[src/icache_pkg.sv]
package icache_pkg;

    // cache geometry.
    localparam int num_ways       = 4;
    localparam int num_sets       = 64;
    localparam int words_per_line = 4;
    localparam int tag_w          = 22;
    localparam int index_w        = 6;
    localparam int offset_w       = 4;

    // byte address as seen by the cache.
    typedef struct packed {
        logic [tag_w-1:0]    tag;
        logic [index_w-1:0]  index;
        logic [offset_w-1:0] offset;
    } addr_t;

    typedef logic [num_ways-1:0] way_t; // one-hot way vector.

    typedef logic [words_per_line-1:0][31:0] line_t;

    typedef struct packed {
        logic [31:0] addr;
    } fetch_req_t;

    // line read request with a line aligned address.
    typedef struct packed {
        logic [31:0] addr;
    } mem_rd_req_t;

    typedef struct packed {
        logic [31:0] data;
        logic        last;
    } mem_rd_beat_t;

endpackage

[src/icache_lru.sv]
module icache_lru (
    input  logic                           clk,
    input  logic                           rstn,
    input  logic                           way_sel_en,
    input  logic [icache_pkg::index_w-1:0] index,
    input  icache_pkg::way_t               way_visit,
    output icache_pkg::way_t               lru_way_sel
);
    import icache_pkg::*;

    // bit 0 picks the pair, bit 1 the left pair, bit 2 the right pair.
    logic [2:0] tree_q [num_sets];
    logic [2:0] cur;
    logic [2:0] tree_nxt;

    assign cur = tree_q[index];

    always_comb begin
        tree_nxt = cur;
        case (way_visit)
            4'b0001: tree_nxt[1:0] = 2'b11;
            4'b0010: tree_nxt[1:0] = 2'b01;
            4'b0100: {tree_nxt[2], tree_nxt[0]} = 2'b10;
            4'b1000: {tree_nxt[2], tree_nxt[0]} = 2'b00;
            default: ;
        endcase
    end

    always_ff @(posedge clk) begin
        if (!rstn) begin
            tree_q <= '{default: '0};
        end else if (way_sel_en) begin
            tree_q[index] <= tree_nxt;
        end
    end

    always_comb begin
        if (!cur[0]) lru_way_sel = cur[1] ? 4'b0010 : 4'b0001;
        else lru_way_sel = cur[2] ? 4'b1000 : 4'b0100;
    end

endmodule

[config.mk]
export PLATFORM = sky130hd
export DESIGN_NAME = icache_lru
export DESIGN_NICKNAME = d
export VERILOG_FILES = /design/src/icache_pkg.sv /design/src/icache_lru.sv
export SDC_FILE = /design/constraint.sdc
export NUM_CORES = 1
export LEC_CHECK = 0
export BUFFER_PORTS_ARGS = -buffer_cell sky130_fd_sc_hd__buf_2
export CAP_MARGIN = 20
export CORE_AREA = 3 3 100 174
export CTS_BUF_LIST = sky130_fd_sc_hd__clkbuf_8
export CTS_CLUSTER_SIZE = 16
export DETAILED_ROUTE_END_ITERATION = 10
export DIE_AREA = 0 0 103 177
export PLACE_DENSITY = 0.87
export RECOVER_POWER = 50
export SLEW_MARGIN = 20
export SYNTH_ARGS = -nofsm -noshare
export SYNTH_HDL_FRONTEND = slang
export SYNTH_SLANG_ARGS = --single-unit
[constraint.sdc]
create_clock -name clk -period 2.56 [get_ports clk]
set_input_delay 0 -clock clk [delete_from_list [all_inputs] [get_ports clk]]
set_output_delay 0 -clock clk [all_outputs]
set_load 0.03 [all_outputs]
==> out/metrics.yaml <==
outcome: "completed"
grt.busiest_layer: "met2"
antennaDiodeCount: 0
synth_cells: 1202
cp-start-kind: "flop"
yosysUniqueCellTypes: 52
ys.flop_type: "dfxtp_1"
worst_slew_pin_slew_ns: 1.053
cts_tree: "yes"
num_rows: 61
ant_nets: 0
grt_pass1_vias: 9246
fin_ws_ns: 0.05194
clockBufferDepth: 2
design_area_mm2: 0.01055
slowest_delay_ns: 0.49
grt_pass1_wl_um: 46730
period_needed_ns: 2.508
hold_violations: 0
dpl.hpwl_um: 19710
fin_skew_ns: 0.02008
async_flop_share_pct: 0
track_usage_pct: 32.51
ctsHoldBuffers: 0
path_cells: "mux4_2, a221oi_2, o2111ai_2, nor4_2, buf_4, nor2b_4, buf_6"
fmax_mhz: 398.7
vias: 9965
crit_path_end_kind: "output pin"
grt_use_met3_pct: 6.667
synthesis.area_mm2: 0.009405
tns_ns: 0
syn-mean-instance-area_um2: 7.825
cap_violations: 0
vias_per_cell: 6.954
setup_viol_count_final: 0
pre_cts_slack_ns: -0.1432
total_power_mw: 5.449
slew_headroom_pct: 29.52
die_h_um: 177
grt_max_degree: 77
layout_common_cells: "nor2_1 (212), a31oi_1 (195), dfxtp_1 (191)"
wire_per_inst_um: 20.58
regMostFlops: "tree_q"
p_leak_nw: 3.493
r2r_slack_ns: 0.06
drt_iter0_markers: 1314
clk_latency_ns: 0.48
grt.met2_usage_pct: 51.47
final_core_util_pct: 65.84
critical_path_class: "flop to output pin"
drv_slew: 0
routed_wl_um: 29490
hold_slack_ns: 0.02751
gp_congestion: 0.9126
power_density_mw_per_mm2: 516.4
largest_reg_flops: 192
initial_utilization_pct: 58.68
place_area_mm2: 0.01010
htreeDepth: 4
ios: 17
syn2layout_area_growth_pct: 12.20
overflow: 0
cp.required_ns: 2.56
ys_ff_latch: 192
remaining_drc_errors: 0
synth_edf_count: 0
top_regs: "tree_q x192"
rsz0062_at_grt: "yes"
layout-drive-gt1-share_pct: 15.51
root_buffer: "clkbuf_8"
clkTransAtPathRegs_ns: 0.10
yosysWarningCount: 0
multi_input_area_mm2: 0.005186
syn_nets: 1215
drtPass1Iterations: 8
seq_area_mm2: 0.003845
final_cells: 1433
dp.cells: 1401
portBuffers: 16
cts_buffers: 17
period_share_pct: 97.97
crit_path_max_fanout: 4
antenna_found_initial: 0
ys_seq_area_share_pct: 40.87
coreArea_mm2: 0.01603
worst_path_max_delay_cell: "mux4_2"
num-fill-cells: 1272
final_common_cell: "nor2_1"
cts.sinks: 192
ir_drop_v: 0.0003638
worst_ep_arrival_time_ns: 2.51
nets: 1245
use_met1_pct: 38.11
dieArea_mm2: 0.01823
chipWidth_um: 103
hold_path.class: "input pin to flop"
==> layer usage <==
metal	vias to the layer above	wire, µm
met5	-	0
met4	0	2552
met3	207	2627
met2	670	13870
met1	4541	10440
li1	4547	-
==> final timing paths <==
path	endpoint	cells past startpoint	from
max	lru_way_sel[1]	7	tree_q[72]$_SDFFE_PN0P_
min	tree_q[147]$_SDFFE_PN0P_	3	rstn
max reg2reg	tree_q[169]$_SDFFE_PN0P_	7	tree_q[67]$_SDFFE_PN0P_
min reg2reg	tree_q[140]$_SDFFE_PN0P_	2	tree_q[140]$_SDFFE_PN0P_
==> power by group <==
part           internal (mW)  switching (mW)
clock network          0.703            1.18
registers               3.00         0.00643
logic                  0.187           0.381
==> kinds of logic after synthesis <==
logic type	Yosys count	share of synthesized area [%]
buf+inv	107	5.055
simple gates	385	18.15
mux	28	4.071
flops	192	40.87
compound gates	488	31.68
xor+xnor	2	0.1863
==> Yosys cell counts, types with 2 or more instances <==
| library cell | n | area, µm² |
|---|---|---|
| dfxtp_1 | 192 | 3844 |
| mux4_2 | 8 | 180.2 |
| a211o_1 | 2 | 17.52 |
| a221oi_1 | 23 | 201.4 |
| buf_1 | 14 | 52.55 |
| a211oi_1 | 5 | 37.54 |
| nor3_1 | 2 | 10.01 |
| nor4_1 | 2 | 12.51 |
| mux2_2 | 2 | 22.52 |
| o41ai_1 | 5 | 43.79 |
| nand2_1 | 86 | 322.8 |
| buf_2 | 14 | 70.07 |
| or3_1 | 2 | 12.51 |
| a22oi_1 | 2 | 15.01 |
| clkbuf_1 | 69 | 259.0 |
| o21ai_0 | 189 | 945.9 |
| nand2b_1 | 5 | 31.28 |
| a22o_1 | 14 | 122.6 |
| nand3_1 | 17 | 85.08 |
| or3b_2 | 12 | 105.1 |
| nand4_1 | 2 | 12.51 |
| a21oi_1 | 20 | 100.1 |
| and2_1 | 6 | 37.54 |
| mux2i_1 | 18 | 180.2 |
| o22a_1 | 3 | 26.28 |
| nor2_1 | 212 | 795.8 |
| a221o_1 | 2 | 20.02 |
| a31oi_1 | 195 | 1220 |
| o21ai_1 | 4 | 20.02 |
| nand3b_1 | 23 | 172.7 |
| or2_2 | 4 | 25.02 |
| buf_6 | 7 | 78.83 |
| o221ai_1 | 2 | 17.52 |
| nor2b_1 | 7 | 43.79 |
| o22ai_1 | 14 | 87.58 |
| nand4b_1 | 2 | 17.52 |
==> final cells by class <==
cell class,count,share of cell area (%)
clock buffer,17,2.217
clock inverter,14,1.174
inverter,2,0.07114
tap,189,2.241
sequential,192,36.44
multi-input combinational,903,49.15
timing repair buffer,116,8.715
==> repair_timing <==
action / CTS / global route
resized for setup: 8 / 18
setup endpoints to repair: 4 / 43
setup buffers: 1 / 0
pin swaps: 2 / 5
==> critical path: cells and delay by family (launching register included) <==
kind	cells	cell delay, ns
DFF	1	0.34
muxes	1	0.49
AOI/OAI and AO/OA	2	0.48
and+or+nand+nor	2	0.41
buffers and inverters	2	0.32
Note: power is estimated with default switching activity, not from simulation.
