### config.mk
export PLATFORM = sky130hd
export DESIGN_NAME = icache_refill
export DESIGN_NICKNAME = d
export VERILOG_FILES = /design/src/icache_pkg.sv /design/src/icache_refill.sv
export SDC_FILE = /design/constraint.sdc
export NUM_CORES = 1
export LEC_CHECK = 0
export ABC_AREA = 1
export BUFFER_PORTS_ARGS = -buffer_cell sky130_fd_sc_hd__buf_4
export CORE_ASPECT_RATIO = 1.75
export CORE_MARGIN = 1.5
export CORE_UTILIZATION = 45
export DETAILED_ROUTE_END_ITERATION = 10
export HOLD_SLACK_MARGIN = 0.1
export PLACE_DENSITY_LB_ADDON = 0.05
export SKIP_LAST_GASP = 1
export SLEW_MARGIN = 25
export SYNTH_ARGS = -nofsm -noshare
export SYNTH_HDL_FRONTEND = slang
export SYNTH_SLANG_ARGS = --single-unit
### constraint.sdc
create_clock -name clk -period 3.6 [get_ports clk]
set_clock_uncertainty 0.1 [all_clocks]
set_input_delay 0.72 -clock clk [delete_from_list [all_inputs] [get_ports clk]]
set_output_delay 0.72 -clock clk [all_outputs]
set_load 0.05 [all_outputs]
### src/icache_pkg.sv
package icache_pkg;

    // cache geometry.
    localparam int num_ways       = 4;
    localparam int num_sets       = 64;
    localparam int words_per_line = 4;
    localparam int tag_w          = 22;
    localparam int index_w        = 6;
    localparam int offset_w       = 4;

    // byte address as seen by the cache.
    typedef struct packed {
        logic [tag_w-1:0]    tag;
        logic [index_w-1:0]  index;
        logic [offset_w-1:0] offset;
    } addr_t;

    typedef logic [num_ways-1:0] way_t; // one-hot way vector.

    typedef logic [words_per_line-1:0][31:0] line_t;

    typedef struct packed {
        logic [31:0] addr;
    } fetch_req_t;

    // line read request with a line aligned address.
    typedef struct packed {
        logic [31:0] addr;
    } mem_rd_req_t;

    typedef struct packed {
        logic [31:0] data;
        logic        last;
    } mem_rd_beat_t;

endpackage

### src/icache_refill.sv
module icache_refill (
    input  logic                     clk,
    input  logic                     rstn,
    input  logic                     mbuf_we,
    input  logic                     r_req,
    input  logic                     r_data_ready,
    input  logic                     ret_valid,
    input  icache_pkg::addr_t        rbuf,
    input  icache_pkg::mem_rd_beat_t ret,
    output logic                     rd_req,
    output logic                     ret_ready,
    output logic                     fill_finish,
    output icache_pkg::mem_rd_req_t  rd_addr,
    output icache_pkg::line_t        fill_line
);
    import icache_pkg::*;

    mem_rd_req_t mbuf;
    logic [$clog2(words_per_line)-1:0] beat_cnt;
    logic beat_take;

    // miss line address.
    always_ff @(posedge clk) begin
        if (mbuf_we) mbuf.addr <= {rbuf.tag, rbuf.index, {offset_w{1'b0}}};
    end

    assign rd_addr = mbuf;
    assign rd_req  = r_req;

    assign ret_ready = r_data_ready & ~fill_finish; // stop once the line is in.
    assign beat_take = ret_valid & ret_ready;

    always_ff @(posedge clk) begin
        if (!rstn) begin
            beat_cnt    <= '0;
            fill_finish <= 1'b0;
        end else begin
            fill_finish <= beat_take & ret.last;
            if (mbuf_we) begin
                beat_cnt <= '0;
            end else if (beat_take) begin
                beat_cnt <= beat_cnt + 1'b1;
            end
        end
    end

    // beats come in word order.
    always_ff @(posedge clk) begin
        if (beat_take) fill_line[beat_cnt] <= ret.data;
    end

endmodule

==> flow_summary.rst <==
.. list-table::
   :header-rows: 1

   * - Metric
     - Value
   * - Result of the run
     - completed
   * - Total power divided by cell area
     - around 570 nW/um^2
   * - Die span in y
     - 142 um
   * - Vias per Instance
     - 4.64
   * - Diode insertion count for antenna repair
     - 0
   * - Number of warnings issued by yosys
     - 0
   * - Synthesis-stage register bit count
     - around 160
   * - Fraction of met3 tracks used by global routing
     - 9.13%
   * - GRT Util Overall
     - 18.3%
   * - Gate count of the mapped netlist
     - 196
   * - Post-layout minimum cycle time
     - around 2.0 ns
   * - Finished Layout Cells
     - 583
   * - Synth unique cells
     - 10
   * - Wire length reported by the detailed router
     - approximately 10,000 um
   * - Worst endpoint required time
     - 2.78 ns
   * - Maximum net fanout on the critical path
     - 3
   * - Number of I/O pins
     - 234
   * - Relative slew slack
     - 64.1%
   * - Postcts setup bufs
     - 0
   * - Post-DRT Antenna Nets
     - 0
   * - Worst path arrival time
     - about 1.1 ns
   * - Port-buffer cells
     - 223
   * - Starting Density
     - a little under half
   * - Unrepaired setup endpoints after global routing
     - false
   * - Post-detailed-placement half-perimeter wirelength
     - 7360 um
   * - Mean cell area of the mapped netlist
     - about 25 um^2
   * - Clk pin slew, worst setup/hold paths
     - 0.06 ns
   * - Met2 demand-to-capacity share in global routing
     - 29.9%
   * - Hold Fails Final Rpt
     - 0
   * - Vias in the first global route
     - 2,617
   * - Filler Cells Inserted
     - between 700 and 800
   * - Max Buffers Root-to-Sink
     - 2
   * - Crit path capture type
     - output pin
   * - Global placer's final weighted congestion
     - 0.719
   * - Clock latency reported for the late side of the worst-skew pair
     - 0.41 ns
   * - Floorplan Core Area
     - 10,700 um^2
   * - CTS Root Buffer Type
     - sky130_fd_sc_hd__clkbuf_16
   * - Max Clock Freq
     - around 0.51 GHz
   * - Transition time of the tightest slew-check pin
     - 0.537 ns
   * - Total die area
     - 11,700 um^2
   * - First drt pass iteration count
     - 4
   * - Total vias in the final route
     - 2,706
   * - Global-route wire length before repair
     - 14,500 um
   * - GRT Max-Usage Layer
     - met2
   * - Fraction of layout instances using a drive strength above 1
     - 58.1%
   * - Placement Rows
     - 50
   * - Multi-input combinational cell area
     - 175 um^2
   * - Period utilization
     - 54.4%
   * - Post-placement cell area
     - about 6800 um^2
   * - Signed area change from the synthesized netlist to the final layout
     - 50.1%
   * - Total leakage power
     - 2.95 nW
   * - H-tree Lvls
     - 4
   * - Chip Width
     - around 82 um
   * - Type of the setup path with the least slack
     - in -> out
   * - Antenna violations before repair
     - 0
   * - Pin count of the biggest net entering global routing
     - 30
   * - Overflow after GRT
     - 0
   * - CTS-repair resized insts
     - 0
   * - First-iteration detailed-routing DRC count
     - 175
   * - Total clock buffers created by CTS
     - 17
   * - Clk sink count
     - 159
   * - DRC
     - 0
   * - Summed negative setup slack over all endpoints
     - 0 ns
   * - Count of max-cap constraint violations
     - 0
   * - Hold-fix buffers at CTS
     - 0
   * - Layout Nets
     - 515
   * - Final routed wire length divided by cell count
     - 17.4 um
   * - Global-route track usage on met1
     - 19.1%
   * - Worst ir drop on vdd
     - 0.380 mV
   * - Final setup violation count
     - 0
   * - Final instance area
     - 7430 um^2
   * - Min-delay worst type
     - in -> reg
   * - Area of the mapped netlist
     - between 4000 and 5000 um^2
   * - Number of max-slew violations in the final report
     - 0
   * - Sequential share of the synthesized area
     - 95.8%
   * - Total area of sequential cells
     - around 4700 um^2
   * - Number of placed instances, taps included
     - 551
   * - Clock tree from TritonCTS
     - done
   * - Startpoint Class
     - input port
-- metal layers --
metal  wire length, um  vias to the layer above
li1                  -                     1235
met1              3320                     1289
met2              5460                      167
met3              1120                       15
met4               221                        0
met5                 0                        -
-- logic make-up after synthesis --
| logic type | share of synthesized area [%] |
|---|---|
| DFF | 95.8 |
| and+or+nand+nor | 1.62 |
| buffers and inverters | 1.52 |
| adders and majority gates | 1.01 |
| other | 0.0757 |
-- power breakdown --
part,leakage (nW),switching [mW],total (mW),internal (mW)
logic,1.21,0.242,0.349,0.107
clock network,0.286,0.701,1.80,1.10
registers,1.46,0.0137,2.10,2.09
total,2.95,0.957,4.25,3.30
-- worst max-delay path, cell delays in order --
cell	delay, ns
sky130_fd_sc_hd__buf_4	0.11
sky130_fd_sc_hd__inv_1	0.04
sky130_fd_sc_hd__nor2_1	0.07
sky130_fd_sc_hd__buf_4	0.20
-- through the flow --
stage	setup slack [ns]	hold WS, ns	utilization, %	power, mW
after floorplan	0.888	0.434	-	2.34
after global placement	1.31	0.469	63.8	2.49
after detailed placement	1.29	0.497	63.8	2.49
after CTS	1.63	0.358	69.5	4.29
after global routing	1.59	0.351	69.5	4.39
final	1.64	0.384	69.5	4.25
-- path summary, 6_finish.rpt --
kind                                  from                        to  slack [ns]  cells after the start
hold reg to reg   beat_cnt[0]$_SDFFE_PP0P_  beat_cnt[0]$_SDFFE_PP0P_        0.49                      3
hold / removal                    rbuf[22]     rd_addr[22]$_DFFE_PP_        0.38                      1
setup / recovery              r_data_ready                 ret_ready        1.64                      4
setup reg to reg    fill_finish$_SDFF_PN0_   fill_line[54]$_DFFE_PP_        1.73                      4
-- cells in the mapped netlist (all sizes together) --
cell type / count / share of area [%]
nand2: 5 / 0.38
buf: 5 / 0.76
nand4: 1 / 0.13
dfxtp: 3 / 1.2
edfxtp: 156 / 95
inv: 10 / 0.76
nor2: 10 / 0.76
nand3: 1 / 0.35
conb: 1 / 0.076
ha: 4 / 1.0
-- sequential cells by signal, summed over array words and instances, names as in the netlist --
| name | cells |
|---|---|
| rd_addr | 28 |
| fill_finish | 1 |
| fill_line | 128 |
| beat_cnt | 2 |
-- final cells by class --
| cell class | count | area share, % |
|---|---|---|
| clock buffer | 17 | 5.72 |
| clock inverter | 15 | 2.47 |
| inverter | 10 | 0.505 |
| multi-input combinational | 25 | 2.36 |
| sequential | 159 | 63.8 |
| tap | 130 | 2.19 |
| timing repair buffer | 227 | 22.9 |
-- layout by cell type (no fill, tap or decap), drive strengths merged --
cell type	synthesis	layout
buf	5	227
edfxtp	156	156
clkbuf	0	17
inv	10	15
nor2	10	10
nand2	5	5
ha	4	4
conb	1	4
clkinvlp	0	4
dfxtp	3	3
bufinv	0	3
clkinv	0	3
nand3	1	1
nand4	1	1
Note: power is estimated with default switching activity, not from simulation.
