**src/icache_pkg.sv**
```systemverilog
package icache_pkg;

    // cache geometry.
    localparam int num_ways       = 4;
    localparam int num_sets       = 64;
    localparam int words_per_line = 4;
    localparam int tag_w          = 22;
    localparam int index_w        = 6;
    localparam int offset_w       = 4;

    // byte address as seen by the cache.
    typedef struct packed {
        logic [tag_w-1:0]    tag;
        logic [index_w-1:0]  index;
        logic [offset_w-1:0] offset;
    } addr_t;

    typedef logic [num_ways-1:0] way_t; // one-hot way vector.

    typedef logic [words_per_line-1:0][31:0] line_t;

    typedef struct packed {
        logic [31:0] addr;
    } fetch_req_t;

    // line read request with a line aligned address.
    typedef struct packed {
        logic [31:0] addr;
    } mem_rd_req_t;

    typedef struct packed {
        logic [31:0] data;
        logic        last;
    } mem_rd_beat_t;

endpackage

```
**src/icache_main_fsm.sv**
```systemverilog
module icache_main_fsm (
    input  logic             clk,
    input  logic             rstn,
    input  logic             valid,
    input  logic             cache_hit,
    input  logic             r_rdy_AXI,
    input  logic             fill_finish,
    input  icache_pkg::way_t lru_way_sel,
    input  icache_pkg::way_t hit,
    output icache_pkg::way_t way_visit,
    output logic             mbuf_we,
    output logic             rdata_sel,
    output logic             rbuf_we,
    output logic             way_sel_en,
    output icache_pkg::way_t mem_we,
    output icache_pkg::way_t tagv_we,
    output logic             r_req,
    output logic             r_data_ready,
    output logic             data_valid,
    output logic             cache_ready
);
    typedef enum logic [1:0] {
        st_idle,
        st_lookup,
        st_replace,
        st_refill
    } state_t;

    state_t state;
    state_t state_nxt;

    always_ff @(posedge clk) begin
        if (!rstn) begin
            state <= st_idle;
        end else begin
            state <= state_nxt;
        end
    end

    always_comb begin
        state_nxt = state;
        case (state)
            st_idle: begin
                if (valid) state_nxt = st_lookup;
            end
            st_lookup: begin
                if (!cache_hit) begin
                    state_nxt = st_replace;
                end else if (!valid) begin
                    state_nxt = st_idle; // hit with nothing queued behind it.
                end
            end
            st_replace: begin
                if (r_rdy_AXI) state_nxt = st_refill;
            end
            st_refill: begin
                if (fill_finish) state_nxt = valid ? st_lookup : st_idle;
            end
            default: state_nxt = st_idle;
        endcase
    end

    always_comb begin
        mbuf_we      = 1'b0;
        rbuf_we      = 1'b0;
        rdata_sel    = 1'b0;
        way_sel_en   = 1'b0;
        r_req        = 1'b0;
        r_data_ready = 1'b0;
        data_valid   = 1'b0;
        cache_ready  = 1'b0;
        way_visit    = '0;
        mem_we       = '0;
        tagv_we      = '0;
        case (state)
            st_idle: begin
                rbuf_we     = 1'b1;
                cache_ready = 1'b1;
            end
            st_lookup: begin
                rdata_sel = 1'b1; // word comes from the hit way.
                if (cache_hit) begin
                    data_valid  = 1'b1;
                    rbuf_we     = 1'b1;
                    cache_ready = 1'b1;
                    way_visit   = hit;
                    way_sel_en  = 1'b1;
                end else begin
                    mbuf_we = 1'b1;
                end
            end
            st_replace: begin
                r_req = 1'b1;
            end
            st_refill: begin
                r_data_ready = 1'b1;
                // line is complete so commit it to the victim and answer.
                if (fill_finish) begin
                    mem_we      = lru_way_sel;
                    tagv_we     = lru_way_sel;
                    way_visit   = lru_way_sel;
                    way_sel_en  = 1'b1;
                    data_valid  = 1'b1;
                    rbuf_we     = 1'b1;
                    cache_ready = 1'b1;
                end
            end
            default: ;
        endcase
    end

endmodule

```
**config.mk**
```make
export PLATFORM = sky130hd
export DESIGN_NAME = icache_main_fsm
export DESIGN_NICKNAME = d
export VERILOG_FILES = /design/src/icache_pkg.sv /design/src/icache_main_fsm.sv
export SDC_FILE = /design/constraint.sdc
export NUM_CORES = 1
export LEC_CHECK = 0
export ABC_AREA = 1
export BUFFER_PORTS_ARGS = -buffer_cell sky130_fd_sc_hd__buf_2
export CORE_AREA = 2 2 39 41
export CTS_BUF_LIST = sky130_fd_sc_hd__clkbuf_16
export CTS_CLUSTER_SIZE = 14
export DETAILED_ROUTE_END_ITERATION = 10
export DIE_AREA = 0 0 41 43
export GPL_TIMING_DRIVEN = 0
export HOLD_SLACK_MARGIN = 0.08
export PLACE_DENSITY = 0.62
export SLEW_MARGIN = 20
export SYNTH_ARGS = -nofsm -noshare
export SYNTH_HDL_FRONTEND = slang
export SYNTH_SLANG_ARGS = --single-unit
```
**constraint.sdc**
```tcl
create_clock -name clk -period 1.38 [get_ports clk]
set_clock_uncertainty 0.05 [all_clocks]
set_input_delay 0.276 -clock clk [delete_from_list [all_inputs] [get_ports clk]]
set_output_delay 0.276 -clock clk [all_outputs]
set_load 0.01 [all_outputs]
```
==> results.ini, run 1 <==
[sta]
max_freq_ghz = 0.644
post-route-period-util_pct = 113
tns_ps = -1970
finalHoldViolations = 0
setup_violations = 16
tightest_slew_ps = 156
period_minus_slack_ps = 1550
fin_ws_ps = -173
maxSlewHeadroom_pct = 89.6
rsz0062_at_grt = true
slew_viol_final = 0

[placement]
placed_cells = 106
place_area_um2 = 478
dpl.hpwl_um = 663
place_congestion = 0.678
portBuffers = 33

[clocking]
cts_sinks = 2
cts.path.max_buffers = 2
cts_buffers = 3
clockRootBuffer = clkbuf_16
htreeDepth = 1
clk_latency_ps = 220
cts_tree = yes
clk_pin_slew_ps = 30

[floorplanning]
die_w_um = 41
core_area_mm2 = 0.00138
die_area_mm2 = 0.00176
fp.dieH_um = 43
io_pins = 34
start_util_pct = 21.2
rows = 14

[power]
intPower_mw = 0.637
seqPwrFrac_pct = 11.7
p_sw_share_pct = 28.9
p_comb_share_pct = 40.8
p_leak_nw = 0.428
peakVddDrop_mv = 0.878
p_sw_mw = 0.259
p_clk_share_pct = 47.6
p_per_area_mw_per_mm2 = 1350

[synthesis]
synth_warnings = 0
avgSynthCellArea_um2 = 5.14
seq_area_frac_synth_pct = 13.7
synth.net_count = 71
syn_inst = 57
mappedNetlistArea_um2 = 293
synth_cell_types = 13
yosys_register_bits = 2

[worst_hold_path]
hp-class = input port to register

[global_routing]
track_usage_pct = 12.9
grt_overflow = 0
grt_pass1_wl_um = 1580
antenna_found_initial = 0
grt_pass1_vias = 411
grt_max_degree = 6

[routing]
drt_iter0_drc = 0
ant_nets = 0
drc = 0
wire_per_inst_um = 8.41
vias = 460
drt-pass1-iter-count = 1
wirelength_um = 967
routed_via_density = 4.00

[status]
status = finished, violations left
violations = setup timing

[cells_and_area]
area_delta_synth_final_pct = 126
antenna_cells = 0
nets = 115
final_area_um2 = 663
fillers = 159
final_cells = 115
drive_gt1_share_pct = 64.6

[flow_run]
drv_cap = 0

[worst_setup_path]
cp.required_ps = 1050
crit_fanout = 5
rrSetupSlack_ps = 260
arrival_ps = 1230
critPathKind = register to output pin
start_kind = register
cp-end-kind = output pin

==> metrics by stage <==
stage | power, mW | setup slack [ps] | utilization [%] | hold slack [ps]
after floorplan | 0.258 | 9.44 | - | 358
after detailed placement | 0.357 | -56.9 | 34.5 | 476
after global routing | 0.948 | -243 | 47.9 | 276
after CTS | 0.869 | -193 | 46.4 | 243
final | 0.896 | -173 | 47.9 | 241
after global placement | 0.357 | -68.0 | 34.5 | 459
==> final timing paths <==
path | start | endpoint | cells past startpoint
setup / recovery | register | way_sel_en | 6
hold / removal | rstn | state[0] | 3
setup reg to reg | register | state[0] | 7
hold reg to reg | state[0] | state[0] | 3
==> routing by layer <==
metal  track usage (%)  vias to the layer above  wire, µm
met4              4.00                        0         0
met5                 0                        -         0
li1                  -                      245         -
met2              20.6                       25       507
met3              4.71                        0        68
met1              15.3                      190       391
==> critical path: stages, from the launching register on <==
cell	delay, ps
dfxtp_4	370
nand2_4	60
nor2_4	130
clkinvlp_4	150
nand2_2	110
buf_6	100
buf_6	90
==> cells in the final DEF, fill, tap and decap left out <==
master | synthesis | routed
nand2_1 | 9 | 7
inv_1 | 14 | 12
inv_2 | 2 | 3
nand2_2 | 1 | 2
buf_6 | 0 | 4
clkinvlp_4 | 0 | 1
dfxtp_4 | 0 | 2
nor2_1 | 11 | 6
o21ai_1 | 4 | 4
nor2_4 | 0 | 2
a21oi_1 | 2 | 2
nor2_2 | 1 | 4
inv_4 | 0 | 1
buf_2 | 0 | 30
o21ai_0 | 1 | 1
nand3_1 | 3 | 3
nand2_4 | 0 | 1
clkbuf_16 | 0 | 3
nand3_2 | 1 | 1
buf_4 | 6 | 10
==> final cells by class <==
type,instances,area (µm²),area share [%]
Buffer,6,48.8,7.36
Clock buffer,3,75.1,11.3
Inverter,16,62.6,9.43
Multi-Input combinational cell,33,180,27.2
Sequential cell,2,47.5,7.17
Tap cell,16,20.0,3.02
Timing Repair Buffer,38,221,33.4
Timing Repair inverter,1,7.51,1.13
==> Yosys cell counts <==
cell type / number / area [µm²]
a21oi_1: 2 / 10.0
buf_4: 6 / 45.0
dfxtp_1: 2 / 40.0
inv_1: 14 / 52.6
inv_2: 2 / 7.51
nand2_1: 9 / 33.8
nand2_2: 1 / 6.26
nand3_1: 3 / 15.0
nand3_2: 1 / 10.0
nor2_1: 11 / 41.3
nor2_2: 1 / 6.26
o21ai_0: 1 / 5.00
o21ai_1: 4 / 20.0
==> logic make-up after synthesis <==
logic type      after synthesis  share of synthesized area, %
simple gates                 26                          38.5
compound gates                7                          12.0
flops                         2                          13.7
buf+inv                      22                          35.9
==> power by group through the flow <==
stage          clock network (mW)  logic [mW]  registers, mW
2_1_floorplan                   0       0.171         0.0868
3_3_place_gp                    0       0.267         0.0900
3_5_place_dp                    0       0.268         0.0894
4_1_cts                     0.430       0.337          0.102
5_1_grt                     0.435       0.405          0.108
6_report                    0.426       0.366          0.104
==> timing repair <==
item,4_1_cts,5_1_grt
gates resized for setup,18,4
endpoints found under the setup margin,16,18
hold buffers,0,0
buffers inserted,4,1
pin swaps,4,2
gates cloned,1,0
Note: power is estimated with default switching activity, not from simulation.
==> run 2, diff against run 1 <==
SKIP_CTS_REPAIR_TIMING = 1   (was unset)
==> run 2 against run 1 <==
  * The run still ends with setup timing left
  * Critical path type unchanged
  * First-iteration DRC count up 4
  * Count of clock-buffer cells in the layout unchanged
  * Worst setup slack worse by 37 ps
  * Register-to-register slack worse by 30 ps
  * Hold slack worse by 0.92 ps
  * Sequential cell count unchanged
  * Global-route usage down 2.2 points
  * Routed wire length up 5.3%
  * Maximum frequency down 2.3%
==> results.ini, run 2 (synthesis gave the netlist of run 1 again) <==
[sta]
hold_ws_ps = 240
slew_viol_final = 0
finalHoldViolations = 0
post-route-period-util_pct = 115
tightest_slew_ps = 172
maxSlewHeadroom_pct = 88.4
fin_ws_ps = -210
setup_violations = 16
max_freq_ghz = 0.629
rsz0062_at_grt = true
period_minus_slack_ps = 1590

[worst_setup_path]
cp-end-kind = output pin
start_kind = register
rr_startpoint = state[0]
reg2regPathDepth = 6
rrSetupSlack_ps = 230
crit_fanout = 5
cp.required_ps = 1050
arrival_ps = 1260
critPathKind = register to output pin

[floorplanning]
die_area_mm2 = 0.00176
core_area_mm2 = 0.00138
die_w_um = 41
fp.dieH_um = 43
start_util_pct = 21.2
io_pins = 34
rows = 14

[status]
violations = setup timing
status = finished, violations left

[cells_and_area]
nets = 113
drive_gt1_share_pct = 63.9
final_area_um2 = 653
final_common_cell = buf_2
multi_input_area_um2 = 185
fillers = 156
register_area_um2 = 47.5
final_cells = 113
final_cell_mix = buf_2, inv_1, buf_4
antenna_cells = 0
area_delta_synth_final_pct = 123

[placement]
portBuffers = 33
dpl.hpwl_um = 663
place_congestion = 0.678
place_area_um2 = 478
placed_cells = 106

[power]
p_leak_nw = 0.420
peakVddDrop_mv = 0.880
p_per_area_mw_per_mm2 = 1380

[routing]
wire_per_inst_um = 9.01
top_layer = met3
met2_length_um = 515
routed_via_density = 4.04
ant_nets = 0
routed-wl-met3_um = 75
drt_iter0_drc = 4
drc = 0
wl_met1_um = 427
vias = 456
wirelength_um = 1020
drt-pass1-iter-count = 4

[clocking]
htreeDepth = 1
cts_tree = yes
cts.path.max_buffers = 2
cts_buffers = 3
cts_sinks = 2
clk_pin_slew_ps = 30
clockRootBuffer = clkbuf_16
clk_latency_ps = 220

[global_routing]
grt_pass1_wl_um = 1330
grt_overflow = 0
grt_max_degree = 11
antenna_found_initial = 0
grt_pass1_vias = 362
track_usage_pct = 10.7

[worst_hold_path]
holdPathStages = 3
min_to = state[0]
hp-class = input port to register
hold_start = rstn

[flow_run]
drv_cap = 0

## run 2: cell count changes in the layout (fill, tap and decap cells not counted), sizes merged
cell,change
buf,-2
## run 2: metrics by stage
step	setup TNS (ps)	util [%]	worst slack [ps]	total power [mW]
after floorplan	0	-	9.44	0.258
after global placement	-292	34.5	-68.0	0.357
after detailed placement	-246	34.5	-56.9	0.357
after CTS	-3500	40.0	-289	0.789
after global routing	-3370	47.2	-265	0.947
final	-2390	47.2	-210	0.899
## run 2: area by class of cell
class	instances	area share (%)
buffer	6	7.47
timing repair buffer	36	31.6
inverter	16	9.58
clock buffer	3	11.5
multi-input combinational	33	28.4
timing repair inverter	1	1.15
sequential	2	7.28
tap	16	3.07
## run 2: how the worst max path moves through the flow
stage | startpoint | endpoint | slack (ps)
2_1_floorplan | state[0] | tagv_we[0] | 9
3_3_place_gp | state[0] | way_sel_en | -70
3_5_place_dp | register | rbuf_we | -60
4_1_cts | register | rbuf_we | -290
5_1_grt | state[0] | way_visit[0] | -270
6_report | state[0] | tagv_we[2] | -210
## run 2: power breakdown
group | leakage [nW] | total, mW | internal [mW] | switching (mW)
combinational | 0.365 | 0.368 | 0.187 | 0.180
sequential | 0.0178 | 0.105 | 0.0782 | 0.0266
clock | 0.0370 | 0.426 | 0.368 | 0.0582
total | 0.420 | 0.899 | 0.634 | 0.265
## run 2: metal layers
layer  track usage (%)  vias up
met4              4.00        0
met3              4.71        0
met5                 0        -
met2              15.3       25
met1              13.7      190
li1                  -      241
## run 2: worst max-delay path, stage by stage, from the launching register on
cell     delay [ps]
dfxtp_4         370
nand2_4          60
nor2_4          150
inv_2           100
nor2_2          130
buf_4           120
buf_2           110
==> run 3, diff against run 2 <==
BUFFER_PORTS_ARGS = -buffer_cell sky130_fd_sc_hd__buf_4   (was -buffer_cell sky130_fd_sc_hd__buf_2)
==> run 3 against run 2 <==
  * Register-to-register slack improved by 120 ps
  * Die area did not move
  * Non-clock buffer count fell by 1
  * Critical path depth did not move
  * Count of clock-buffer cells in the layout did not move
  * First-iteration DRC count fell by 75%
  * Worst setup slack got worse by 12 ps
  * The run still ends with setup timing left
  * Sequential share of layout area fell by 0.61 points
  * Core utilization rose by 4.3 points
==> results.ini, run 3 (synthesis gave the netlist of run 1 again) <==
[clocking]
cts.path.max_buffers = 2
cts_buffers = 3
clk_latency_ps = 220
clk_pin_slew_ps = 30
cts_tree = yes
cts_sinks = 2
htreeDepth = 1
clockRootBuffer = clkbuf_16

[routing]
drt-pass1-iter-count = 2
top_layer = met3
wire_per_inst_um = 8.79
routed-wl-met3_um = 106
vias = 455
wl_met1_um = 341
met2_length_um = 536
ant_nets = 0
drc = 0
routed_via_density = 4.06
wirelength_um = 984
drt_iter0_drc = 1

[cells_and_area]
fillers = 145
antenna_cells = 0
final_common_cell = buf_4
drive_gt1_share_pct = 62.5
register_area_um2 = 47.5
final_core_util_pct = 51.5
area_delta_synth_final_pct = 144
nets = 112
final_cell_mix = buf_4, inv_1, nand2_1
multi_input_area_um2 = 188
final_area_um2 = 713

[worst_setup_path]
crit_fanout = 5
start_kind = register
critPathKind = register to output pin
cp-end-kind = output pin
cp.required_ps = 1050
arrival_ps = 1280

[sta]
fin_ws_ps = -222
slew_viol_final = 0
finalHoldViolations = 0
post-route-period-util_pct = 116
rsz0062_at_grt = true
maxSlewHeadroom_pct = 87.1
setup_violations = 16
max_freq_ghz = 0.624
tightest_slew_ps = 192
period_minus_slack_ps = 1600

[worst_hold_path]
hp-class = input port to register

[floorplanning]
rows = 14
die_area_mm2 = 0.00176
core_area_mm2 = 0.00138
io_pins = 34
die_w_um = 41
start_util_pct = 21.2
fp.dieH_um = 43

[power]
p_per_area_mw_per_mm2 = 1240
p_leak_nw = 0.421
peakVddDrop_mv = 0.800

[global_routing]
grt_pass1_vias = 360
antenna_found_initial = 0
grt_max_degree = 11
grt_pass1_wl_um = 1290
grt_overflow = 0
track_usage_pct = 10.3

[placement]
place_area_um2 = 561
place_congestion = 0.655
dpl.hpwl_um = 751
portBuffers = 33

[flow_run]
drv_cap = 0

[status]
status = finished, violations left
violations = setup timing

run 3: changes by cell type in the layout (fill, tap and decap cells not counted), moves of 2 or more:
cell    delta
buf_2     -30
buf_4     +31
buf_6      -2
nor2_2     -2
nor2_4     +2
run 3: metal layers:
layer	vias up	GRT usage (%)
met4	0	4.00
li1	242	-
met2	25	17.2
met3	0	3.14
met5	-	0
met1	188	11.5
run 3: final cells by class:
cell class / count / share of cell area (%)
flip-flops and latches: 2 / 6.67
repair inverters: 1 / 1.05
plain buffers: 6 / 6.84
inverters: 16 / 8.42
well taps: 16 / 2.81
clock buffers: 3 / 10.5
repair buffers: 35 / 37.4
multi-input cells: 33 / 26.3
run 3: final timing paths:
path                  from         end  depth (start not counted)  slack [ps]
setup reg to reg  state[0]    state[0]                          7         350
hold / removal        rstn    register                          3         240
hold reg to reg   state[0]    state[0]                          3         600
setup / recovery  state[0]  tagv_we[0]                          6        -220
run 3: metrics by stage:
step	power [mW]	setup slack [ps]	instances	hold WS [ps]	setup TNS [ps]
finish	0.886	-222	112	240	-2310
global route	0.939	-286	112	274	-3390
CTS	0.843	-307	109	249	-3680
detailed placement	0.410	-65.9	106	466	-332
global placement	0.409	-66.2	106	467	-313
floorplan	0.258	9.44	57	358	0
run 3: where the power goes:
part | switching (mW) | internal, mW | leakage (nW)
Combinational | 0.170 | 0.189 | 0.366
Clock | 0.0581 | 0.368 | 0.0370
Sequential | 0.0226 | 0.0781 | 0.0178
Total | 0.251 | 0.636 | 0.421
run 3: worst max-delay path: stages, from the launching register on:
cell and delay [ps]:
dfxtp_4 370, nand2_4 60, nor2_4 150, clkinvlp_4 160
nor2_4 140, buf_6 100, buf_6 90
